`src/hw/plca_pkg.sv`:
```
package plca_pkg;

    // ~~~~~~~~~~~~~~~~~~~~~~~~~~~~~~~~~~~~~~~~
    // widths
    // ~~~~~~~~~~~~~~~~~~~~~~~~~~~~~~~~~~~~~~~~

    // MII data nibble
    localparam int NIBBLE_W = 4;
    // node ids, node count and cur_id
    localparam int NODE_ID_W = 8;

    // control codes on RXD/TXD, sent with the error line set and data valid clear
    localparam logic [NIBBLE_W-1:0] BEACON_CODE = 4'b0010;
    localparam logic [NIBBLE_W-1:0] COMMIT_CODE = 4'b0011;

    // ~~~~~~~~~~~~~~~~~~~~~~~~~~~~~~~~~~~~~~~~
    // receive side
    // ~~~~~~~~~~~~~~~~~~~~~~~~~~~~~~~~~~~~~~~~

    typedef enum logic [1:0] {
        RX_NONE   = 2'd0,
        RX_BEACON = 2'd1,
        RX_COMMIT = 2'd2
    } rx_cmd_e;

    // one registered snapshot of the receive pins
    typedef struct packed {
        rx_cmd_e cmd;
        // RX_DV or a COMMIT on the line
        logic    receiving;
        logic    crs;
    } rx_info_t;

    // ~~~~~~~~~~~~~~~~~~~~~~~~~~~~~~~~~~~~~~~~
    // transmit side
    // ~~~~~~~~~~~~~~~~~~~~~~~~~~~~~~~~~~~~~~~~

    typedef enum logic [1:0] {
        TX_IDLE   = 2'd0,
        TX_BEACON = 2'd1,
        TX_DATA   = 2'd2
    } tx_cmd_e;

    // controller output, valid every cycle
    typedef struct packed {
        tx_cmd_e                cmd;
        logic [NODE_ID_W-1:0]   cur_id;
        // own opportunity with a frame to send
        logic                   own;
    } txop_t;

    // one delay line entry
    typedef struct packed {
        logic [NIBBLE_W-1:0] data;
        logic                last;
    } frame_nibble_t;

    // transmit pin group
    typedef struct packed {
        logic [NIBBLE_W-1:0] txd;
        logic                tx_en;
        logic                tx_er;
    } mii_tx_t;

endpackage

```
`src/hw/plca_rx_decode.sv`:
```
`timescale 1ns/1ps

module plca_rx_decode (
    input  logic                          TX_CLK,
    input  logic                          rst_n,
    input  logic [plca_pkg::NIBBLE_W-1:0] RXD,
    input  logic                          RX_DV,
    input  logic                          RX_ER,
    input  logic                          CRS,
    output plca_pkg::rx_info_t            rx_info
);

    // classification of the raw pins
    plca_pkg::rx_cmd_e cmd_d;

    // control codes only count with RX_ER set and RX_DV clear
    // reserved codes fall through to none
    always_comb
    begin
        cmd_d = plca_pkg::RX_NONE;
        if (!RX_DV && RX_ER)
        begin
            if (RXD == plca_pkg::BEACON_CODE)
            begin
                cmd_d = plca_pkg::RX_BEACON;
            end
            else if (RXD == plca_pkg::COMMIT_CODE)
            begin
                cmd_d = plca_pkg::RX_COMMIT;
            end
        end
    end

    // one register stage, later stages never look at the pins
    always_ff @(posedge TX_CLK)
    begin
        if (!rst_n)
        begin
            rx_info <= '0;
        end
        else
        begin
            rx_info.cmd       <= cmd_d;
            // a COMMIT holds the medium like a frame does
            rx_info.receiving <= RX_DV || (cmd_d == plca_pkg::RX_COMMIT);
            rx_info.crs       <= CRS;
        end
    end

endmodule

```
`src/hw/plca_txop_ctrl.sv`:
```
`timescale 1ns/1ps

module plca_txop_ctrl #(
    parameter int BEACON_CYCLES = 20,
    parameter int TO_CYCLES     = 32
) (
    input  logic                           TX_CLK,
    input  logic                           rst_n,
    input  logic                           plca_en,
    input  logic [plca_pkg::NODE_ID_W-1:0] node_id,
    input  logic [plca_pkg::NODE_ID_W-1:0] node_count,
    input  plca_pkg::rx_info_t             rx_info,
    input  logic                           frame_ready,
    input  plca_pkg::frame_nibble_t        head,
    output plca_pkg::txop_t                txop,
    output logic                           pop,
    output logic                           beacon_sent
);

    // one timer serves as beacon timer and opportunity timer
    localparam int TMR_MAX = (BEACON_CYCLES > TO_CYCLES) ? BEACON_CYCLES : TO_CYCLES;
    localparam int TMR_W   = $clog2(TMR_MAX + 1);

    typedef enum logic [1:0] {
        DISABLED    = 2'd0,
        BEACON      = 2'd1,
        WAIT_BEACON = 2'd2,
        OPPORTUNITY = 2'd3
    } state_e;

    state_e                         state;
    logic [TMR_W-1:0]               timer;
    logic [plca_pkg::NODE_ID_W-1:0] cur_id;
    // another node is using the current opportunity
    logic                           rx_seen;
    // follower has seen the beacon start
    logic                           bcn_seen;

    logic coord;
    logic own;
    logic to_done;
    logic rx_done;
    logic own_done;
    logic advance;
    logic last_id;

    // ~~~~~~~~~~~~~~~~~~~~~~~~~~~~~~~~~~~~~~~~
    // opportunity decode
    // ~~~~~~~~~~~~~~~~~~~~~~~~~~~~~~~~~~~~~~~~

    // node 0 is the coordinator
    assign coord = (node_id == '0);

    // own opportunity, only if nobody else has grabbed it
    assign own      = (state == OPPORTUNITY) && (cur_id == node_id) && frame_ready && !rx_seen;
    assign pop      = own;
    assign own_done = own && head.last;

    // silent timeout, held off while the line is busy
    assign to_done = (timer == TMR_W'(TO_CYCLES - 1)) && !rx_seen && !rx_info.receiving && !own;
    // the other node's transmission just ended
    assign rx_done = rx_seen && !rx_info.receiving;
    assign advance = (state == OPPORTUNITY) && (to_done || rx_done || own_done);

    // cur_id is the last one of the cycle, 9 bits to avoid the wrap at 255
    assign last_id = ({1'b0, cur_id} + 9'd1) >= {1'b0, node_count};

    // last beacon cycle
    assign beacon_sent = (state == BEACON) && (timer == TMR_W'(BEACON_CYCLES - 1));

    always_comb
    begin
        txop.cmd = plca_pkg::TX_IDLE;
        if (state == BEACON)
        begin
            txop.cmd = plca_pkg::TX_BEACON;
        end
        else if (own)
        begin
            txop.cmd = plca_pkg::TX_DATA;
        end
        txop.cur_id = cur_id;
        txop.own    = own;
    end

    // ~~~~~~~~~~~~~~~~~~~~~~~~~~~~~~~~~~~~~~~~
    // state machine
    // ~~~~~~~~~~~~~~~~~~~~~~~~~~~~~~~~~~~~~~~~

    always_ff @(posedge TX_CLK)
    begin
        if (!rst_n || !plca_en)
        begin
            state    <= DISABLED;
            timer    <= '0;
            cur_id   <= '0;
            rx_seen  <= 1'b0;
            bcn_seen <= 1'b0;
        end
        else
        begin
            case (state)
                DISABLED:
                begin
                    timer  <= '0;
                    cur_id <= '0;
                    state  <= coord ? BEACON : WAIT_BEACON;
                end
                BEACON:
                begin
                    // BEACON_CYCLES cycles, then opportunity 0
                    if (beacon_sent)
                    begin
                        state   <= OPPORTUNITY;
                        timer   <= '0;
                        cur_id  <= '0;
                        rx_seen <= 1'b0;
                    end
                    else
                    begin
                        timer <= timer + 1'b1;
                    end
                end
                WAIT_BEACON:
                begin
                    if (coord)
                    begin
                        // node id changed to 0 while running
                        state <= BEACON;
                        timer <= '0;
                    end
                    else if (rx_info.cmd == plca_pkg::RX_BEACON)
                    begin
                        bcn_seen <= 1'b1;
                    end
                    else if (bcn_seen)
                    begin
                        // beacon over, opportunity 0 starts
                        bcn_seen <= 1'b0;
                        state    <= OPPORTUNITY;
                        timer    <= '0;
                        cur_id   <= '0;
                        rx_seen  <= 1'b0;
                    end
                end
                OPPORTUNITY:
                begin
                    if (!coord && (rx_info.cmd == plca_pkg::RX_BEACON))
                    begin
                        // early beacon, resync to the coordinator
                        state    <= WAIT_BEACON;
                        bcn_seen <= 1'b1;
                    end
                    else if (advance)
                    begin
                        timer   <= '0;
                        rx_seen <= 1'b0;
                        if (last_id)
                        begin
                            cur_id <= '0;
                            state  <= coord ? BEACON : WAIT_BEACON;
                        end
                        else
                        begin
                            cur_id <= cur_id + 1'b1;
                        end
                    end
                    else
                    begin
                        if (rx_info.receiving)
                        begin
                            rx_seen <= 1'b1;
                        end
                        // timer frozen while sending or receiving
                        if (!own && !rx_info.receiving && !rx_seen)
                        begin
                            timer <= timer + 1'b1;
                        end
                    end
                end
                default:
                begin
                    state <= DISABLED;
                end
            endcase
        end
    end

endmodule

```
`src/hw/plca_delay_line.sv`:
```
`timescale 1ns/1ps

module plca_delay_line #(
    parameter int DELAY_DEPTH = 128
) (
    input  logic                          TX_CLK,
    input  logic                          rst_n,
    input  logic [plca_pkg::NIBBLE_W-1:0] mac_txd,
    input  logic                          mac_txen,
    input  logic                          pop,
    output plca_pkg::frame_nibble_t       head,
    output logic                          frame_ready,
    output logic                          mac_defer
);

    localparam int AW = $clog2(DELAY_DEPTH);

    plca_pkg::frame_nibble_t mem [DELAY_DEPTH];

    logic [AW-1:0] wr_ptr;
    logic [AW-1:0] rd_ptr;
    // address of the most recent write
    logic [AW-1:0] wr_last;
    logic          txen_q;
    logic          frame_end;

    // circular increment, depth need not be a power of two
    function automatic logic [AW-1:0] ptr_inc(input logic [AW-1:0] p);
        logic [AW-1:0] n;
        n = (p == AW'(DELAY_DEPTH - 1)) ? '0 : p + 1'b1;
        return n;
    endfunction

    // mac_txen falling, the previous nibble closed the frame
    assign frame_end = txen_q && !mac_txen;

    // head is the oldest stored nibble
    assign head = mem[rd_ptr];

    // ~~~~~~~~~~~~~~~~~~~~~~~~~~~~~~~~~~~~~~~~
    // storage
    // ~~~~~~~~~~~~~~~~~~~~~~~~~~~~~~~~~~~~~~~~

    always_ff @(posedge TX_CLK)
    begin
        if (mac_txen)
        begin
            mem[wr_ptr].data <= mac_txd;
            mem[wr_ptr].last <= 1'b0;
            wr_last          <= wr_ptr;
        end
        else if (frame_end)
        begin
            // tag the final nibble once the end is known
            mem[wr_last].last <= 1'b1;
        end
    end

    // ~~~~~~~~~~~~~~~~~~~~~~~~~~~~~~~~~~~~~~~~
    // pointers and flags
    // ~~~~~~~~~~~~~~~~~~~~~~~~~~~~~~~~~~~~~~~~

    always_ff @(posedge TX_CLK)
    begin
        if (!rst_n)
        begin
            wr_ptr      <= '0;
            rd_ptr      <= '0;
            txen_q      <= 1'b0;
            frame_ready <= 1'b0;
            mac_defer   <= 1'b0;
        end
        else
        begin
            txen_q <= mac_txen;
            if (mac_txen)
            begin
                wr_ptr    <= ptr_inc(wr_ptr);
                // hold off the MAC until this frame has drained
                mac_defer <= 1'b1;
            end
            // whole frame stored, last tag lands on the same edge
            if (frame_end)
            begin
                frame_ready <= 1'b1;
            end
            if (pop)
            begin
                rd_ptr <= ptr_inc(rd_ptr);
                if (head.last)
                begin
                    frame_ready <= 1'b0;
                    mac_defer   <= 1'b0;
                end
            end
        end
    end

endmodule

```
`src/hw/plca_tx_mux.sv`:
```
`timescale 1ns/1ps

module plca_tx_mux (
    input  logic                    TX_CLK,
    input  logic                    rst_n,
    input  plca_pkg::txop_t         txop,
    input  plca_pkg::frame_nibble_t head,
    output plca_pkg::mii_tx_t       mii_tx
);

    // next value of the pins
    plca_pkg::mii_tx_t mii_d;

    always_comb
    begin
        mii_d = '0;
        case (txop.cmd)
            plca_pkg::TX_BEACON:
            begin
                // beacon is a control code, TX_ER high and TX_EN low
                mii_d.txd   = plca_pkg::BEACON_CODE;
                mii_d.tx_er = 1'b1;
            end
            plca_pkg::TX_DATA:
            begin
                // frame nibble popped on this same cycle
                mii_d.txd   = head.data;
                mii_d.tx_en = 1'b1;
            end
            default:
            begin
                // idle, all zero
                mii_d = '0;
            end
        endcase
    end

    // pins come straight from flops
    always_ff @(posedge TX_CLK)
    begin
        if (!rst_n)
        begin
            mii_tx <= '0;
        end
        else
        begin
            mii_tx <= mii_d;
        end
    end

endmodule

```
`src/hw/plca_status_mon.sv`:
```
`timescale 1ns/1ps

module plca_status_mon #(
    parameter int STATUS_TIMEOUT = 400
) (
    input  logic               TX_CLK,
    input  logic               rst_n,
    input  logic               plca_en,
    input  plca_pkg::rx_info_t rx_info,
    input  logic               beacon_sent,
    output logic               plca_status
);

    localparam int CNT_W = $clog2(STATUS_TIMEOUT + 1);

    // cycles since the last beacon
    logic [CNT_W-1:0] wd_cnt;
    logic             beacon_evt;

    // either our own beacon or one heard on the line
    assign beacon_evt = beacon_sent || (rx_info.cmd == plca_pkg::RX_BEACON);

    always_ff @(posedge TX_CLK)
    begin
        if (!rst_n || !plca_en)
        begin
            plca_status <= 1'b0;
            wd_cnt      <= '0;
        end
        else if (beacon_evt)
        begin
            // OK, restart the watchdog
            plca_status <= 1'b1;
            wd_cnt      <= '0;
        end
        else if (wd_cnt == CNT_W'(STATUS_TIMEOUT - 1))
        begin
            // FAIL, counter parks here until the next beacon
            plca_status <= 1'b0;
        end
        else
        begin
            wd_cnt <= wd_cnt + 1'b1;
        end
    end

endmodule

```
`src/hw/plca_rs_top.sv`:
```
`timescale 1ns/1ps

module plca_rs_top #(
    parameter int BEACON_CYCLES  = 20,
    parameter int TO_CYCLES      = 32,
    parameter int DELAY_DEPTH    = 128,
    parameter int STATUS_TIMEOUT = 400
) (
    input  logic                           TX_CLK,
    input  logic                           rst_n,
    // configuration
    input  logic                           plca_en,
    input  logic [plca_pkg::NODE_ID_W-1:0] node_id,
    input  logic [plca_pkg::NODE_ID_W-1:0] node_count,
    // receive MII, taken as synchronous to TX_CLK
    input  logic [plca_pkg::NIBBLE_W-1:0]  RXD,
    input  logic                           RX_DV,
    input  logic                           RX_ER,
    input  logic                           CRS,
    // MAC side
    input  logic [plca_pkg::NIBBLE_W-1:0]  mac_txd,
    input  logic                           mac_txen,
    // transmit MII
    output logic [plca_pkg::NIBBLE_W-1:0]  TXD,
    output logic                           TX_EN,
    output logic                           TX_ER,
    output logic                           mac_defer,
    output logic                           plca_status
);

    plca_pkg::rx_info_t      rx_info;
    plca_pkg::txop_t         txop;
    plca_pkg::frame_nibble_t head;
    plca_pkg::mii_tx_t       mii_tx;
    logic                    pop;
    logic                    frame_ready;
    logic                    beacon_sent;

    // ~~~~~~~~~~~~~~~~~~~~~~~~~~~~~~~~~~~~~~~~
    // stage 1, receive decode
    // ~~~~~~~~~~~~~~~~~~~~~~~~~~~~~~~~~~~~~~~~

    plca_rx_decode rx_decode_i (
        .TX_CLK  (TX_CLK),
        .rst_n   (rst_n),
        .RXD     (RXD),
        .RX_DV   (RX_DV),
        .RX_ER   (RX_ER),
        .CRS     (CRS),
        .rx_info (rx_info)
    );

    // ~~~~~~~~~~~~~~~~~~~~~~~~~~~~~~~~~~~~~~~~
    // stage 2, opportunity control
    // ~~~~~~~~~~~~~~~~~~~~~~~~~~~~~~~~~~~~~~~~

    plca_txop_ctrl #(
        .BEACON_CYCLES (BEACON_CYCLES),
        .TO_CYCLES     (TO_CYCLES)
    ) txop_ctrl_i (
        .TX_CLK      (TX_CLK),
        .rst_n       (rst_n),
        .plca_en     (plca_en),
        .node_id     (node_id),
        .node_count  (node_count),
        .rx_info     (rx_info),
        .frame_ready (frame_ready),
        .head        (head),
        .txop        (txop),
        .pop         (pop),
        .beacon_sent (beacon_sent)
    );

    // frame buffer between MAC and opportunity
    plca_delay_line #(
        .DELAY_DEPTH (DELAY_DEPTH)
    ) delay_line_i (
        .TX_CLK      (TX_CLK),
        .rst_n       (rst_n),
        .mac_txd     (mac_txd),
        .mac_txen    (mac_txen),
        .pop         (pop),
        .head        (head),
        .frame_ready (frame_ready),
        .mac_defer   (mac_defer)
    );

    // ~~~~~~~~~~~~~~~~~~~~~~~~~~~~~~~~~~~~~~~~
    // stage 3, transmit pins and status
    // ~~~~~~~~~~~~~~~~~~~~~~~~~~~~~~~~~~~~~~~~

    plca_tx_mux tx_mux_i (
        .TX_CLK (TX_CLK),
        .rst_n  (rst_n),
        .txop   (txop),
        .head   (head),
        .mii_tx (mii_tx)
    );

    plca_status_mon #(
        .STATUS_TIMEOUT (STATUS_TIMEOUT)
    ) status_mon_i (
        .TX_CLK      (TX_CLK),
        .rst_n       (rst_n),
        .plca_en     (plca_en),
        .rx_info     (rx_info),
        .beacon_sent (beacon_sent),
        .plca_status (plca_status)
    );

    // pin group back onto the MII names
    assign TXD   = mii_tx.txd;
    assign TX_EN = mii_tx.tx_en;
    assign TX_ER = mii_tx.tx_er;

endmodule

```
`config.mk`:
```
export PLATFORM = sky130hd
export DESIGN_NAME = plca_rs_top
export DESIGN_NICKNAME = d
export VERILOG_FILES = /design/src/hw/plca_pkg.sv /design/src/hw/plca_rx_decode.sv /design/src/hw/plca_txop_ctrl.sv /design/src/hw/plca_delay_line.sv /design/src/hw/plca_tx_mux.sv /design/src/hw/plca_status_mon.sv /design/src/hw/plca_rs_top.sv
export SDC_FILE = /design/constraint.sdc
export NUM_CORES = 1
export LEC_CHECK = 0
export BUFFER_PORTS_ARGS = -buffer_cell sky130_fd_sc_hd__buf_2
export CORE_MARGIN = 3
export CORE_UTILIZATION = 50
export CTS_BUF_LIST = sky130_fd_sc_hd__clkbuf_16
export CTS_CLUSTER_DIAMETER = 150
export DETAILED_ROUTE_END_ITERATION = 8
export PLACE_DENSITY = 0.73
export SYNTH_ARGS = -nofsm -noshare
export SYNTH_HDL_FRONTEND = slang
export SYNTH_SLANG_ARGS = --single-unit
```
`constraint.sdc`:
```
create_clock -name TX_CLK -period 5.9 [get_ports TX_CLK]
set_input_delay 0.885 -clock TX_CLK [delete_from_list [all_inputs] [get_ports TX_CLK]]
set_output_delay 0.885 -clock TX_CLK [all_outputs]
set_load 0.005 [all_outputs]
```
==> impl_metrics.tcl <==
set metrics [dict create \
    diodes 0 \
    slew_headroom 0.257 \
    io_pins 39 \
    rsz0062_at_grt "no" \
    cts_inserted_buffers 71 \
    worstPathRequired_ns 6.14 \
    crit_chain "buf_2, nand2b_1, clkinv_2, buf_4, o31ai_1, nand2_1, nor2_1" \
    clk_latency_ns 0.61 \
    hold_depth 2 \
    row_count 87 \
    grt_max_degree 101 \
    worstMarginPinSlew_ns 1.12 \
    critPathLaunchType "primary input" \
    dieHeight_um 247 \
    cts_buffer_depth 3 \
    vias_per_cell 6.02 \
    path_delay_family "simple AND/OR/NAND/NOR gates" \
    syn_inst 1685 \
    die_w_um 247 \
    setup-tns-final_ns 0 \
    drc 0 \
    fin_crit_ns 3.88 \
    cts.sinks 708 \
    wirelength_um 61800 \
    hold_path_end "rx_decode_i.rx_info[2]" \
    post-route-period-util 0.658 \
    design.die.area_um2 60900 \
    slowest_delay_ns 0.66 \
    final_cells 2540 \
    root_buffer "clkbuf_16" \
    core_um2 56900 \
    fin_nets 1775 \
    synth_edf_count 647 \
    clk_pin_slew_worst_paths_ns 0.06 \
    yosysWarningCount 0 \
    final_cell_mix "647 x edfxtp_1, 302 x nor2_1, 181 x mux4_2" \
    dr_total_vias 15300 \
    async_flop_share 0 \
    maxCapViolCount 0 \
    hpwl_um 37100 \
    hp-start "RXD[0]" \
    yosysUniqueCellTypes 59 \
    dr.first_iter.drc_count 1616 \
    leakage_nw 9.98 \
    max_clock_freq_mhz 258 \
    r2r-end "txop_ctrl_i.cur_id[1]" \
    grt_first_pass_wirelength_um 95400 \
    synth-seq-area-share 0.712 \
    min_path_type "primary input to flop" \
    cts_hold_buf 0 \
    synth-main-ff-cell "edfxtp_1" \
    cts.htree.levels 3 \
    syn_area_um2 29000 \
    crit_fanout 61 \
    reg2reg_depth 7 \
    avgSynthCellArea_um2 17.2 \
    finalSetupViolCount 0 \
    synthToLayoutAreaGrowth_pct 11.0 \
    cts_setup_buffers 0 \
    grt_usage 0.209 \
    path_class "primary input to flop" \
    critPathSlowestCell "nand2_1" \
    finalMaxSlewViolations 0 \
    dp_cells 2414 \
    antenna_found_initial 0 \
    wl_per_cell_um 24.3 \
    rrSetupSlack_ns 2.23 \
    port_buffers 37 \
    power.density_nw_per_um2 311 \
    worstPathArrival_ns 4.13 \
    cts_tree "built" \
    initial_utilization 0.510 \
    num-fill-cells 4140 \
    grt_pass1_vias 15600 \
    syn_nets 1729 \
    critical_path_buf_inv_count 3 \
    fin_skew_ns 0.0189 \
    vdd_drop_max_mv 0.211 \
    hold_violations 0 \
    drt_pass1_iterations 5 \
    ys_ff_latch 708 \
    place_congestion 0.815 \
    postRouteAntennaNets 0 \
    final_common_cell "edfxtp_1" \
    gr-total-overflow 0 \
    drive_gt1_frac 0.207 \
    endpoint_kind "flop" \
    cts_resized 0 \
    outcome "finished clean" \
]
[synthesized netlist by cell type (7+ instances only)]
library cell  count  share of area
mux2i_1          44          0.015
a22oi_1           7         0.0018
inv_1            26         0.0034
edfxtp_1        647           0.67
dfxtp_1          61          0.042
nand2_1          68         0.0088
clkbuf_1         65         0.0084
xnor2_1          13         0.0039
a31oi_1           9         0.0019
mux4_2          181           0.14
nor3_1            9         0.0016
a21oi_1          16         0.0028
o21ai_0          13         0.0022
a21o_1            9         0.0023
ha_1             13         0.0056
nand3_1          32         0.0055
and2_1           17         0.0037
buf_2            18         0.0031
nor2_1          302          0.039
xor2_1           14         0.0042
nand4_1          12         0.0026
nor2b_1          14         0.0030
[how the worst max path moves through the flow]
stage | cells past startpoint | endpoint | start | slack (ns)
final | 7 | delay_line_i.mem[86][2] | mac_txen | 2.02
after global routing | 7 | delay_line_i.mem[86][1] | mac_txen | 1.72
after CTS | 7 | delay_line_i.mem[86][2] | mac_txen | 2.06
after detailed placement | 7 | delay_line_i.mem[86][4] | mac_txen | 1.42
after global placement | 7 | delay_line_i.mem[87][1] | mac_txen | 1.56
after floorplan | 8 | delay_line_i.mem[88][1] | mac_txen | 1.16
[power breakdown]
group / switching, mW / leakage (nW) / internal [mW]
clock: 1.84 / 1.15 / 2.48
combinational: 0.152 / 2.47 / 0.0385
sequential: 0.0102 / 6.36 / 5.49
total: 2.00 / 9.98 / 8.01
[per-layer routing]
metal,track usage,vias up,routed length [um]
met3,0.0355,84,4500
met1,0.282,7932,24600
li1,-,6666,-
met2,0.348,617,31300
met4,0.0670,0,1340
met5,0,-,0
[cells by family after synthesis]
family	after synthesis	synth area share
flops	708	0.712
simple gates	493	0.0735
mux	229	0.159
buf+inv	120	0.0185
compound gates	95	0.0236
xor+xnor	27	0.00815
fa+ha+maj	13	0.00561
[registers in the layout, indices dropped and copies added (netlist names), named ones only]
signal,flops
delay_line_i.frame_ready,1
txop_ctrl_i.rx_seen,1
delay_line_i.wr_last,7
txop_ctrl_i.timer,6
status_mon_i.wd_cnt,9
rx_decode_i.rx_info,3
txop_ctrl_i.bcn_seen,1
delay_line_i.wr_ptr,7
delay_line_i.txen_q,1
delay_line_i.mac_defer,1
txop_ctrl_i.cur_id,8
delay_line_i.mem,640
status_mon_i.plca_status,1
tx_mux_i.mii_tx,6
delay_line_i.rd_ptr,7
txop_ctrl_i.state,2
[final cells by class]
| cell class | instances | area (um^2) | share of cell area |
|---|---|---|---|
| Clock buffer | 72 | 1800 | 0.0559 |
| Tap cell | 756 | 946 | 0.0294 |
| Multi-Input combinational cell | 857 | 7850 | 0.244 |
| Sequential cell | 708 | 20700 | 0.642 |
| Clock inverter | 54 | 419 | 0.0130 |
| Timing Repair Buffer | 66 | 428 | 0.0133 |
| Inverter | 27 | 103 | 0.00319 |
[per-stage QoR]
step	hold WS, ns	power (mW)	setup slack [ns]	instance area [um^2]	utilization
2_1_floorplan	0.435	5.71	1.16	29000	-
5_1_grt	0.444	10.3	1.72	32200	0.566
3_3_place_gp	0.457	5.79	1.56	30000	0.527
4_1_cts	0.426	10.1	2.06	32200	0.566
3_5_place_dp	0.465	5.80	1.42	30000	0.527
6_report	0.450	10.0	2.02	32200	0.566
(Power assumes the default switching activity.)
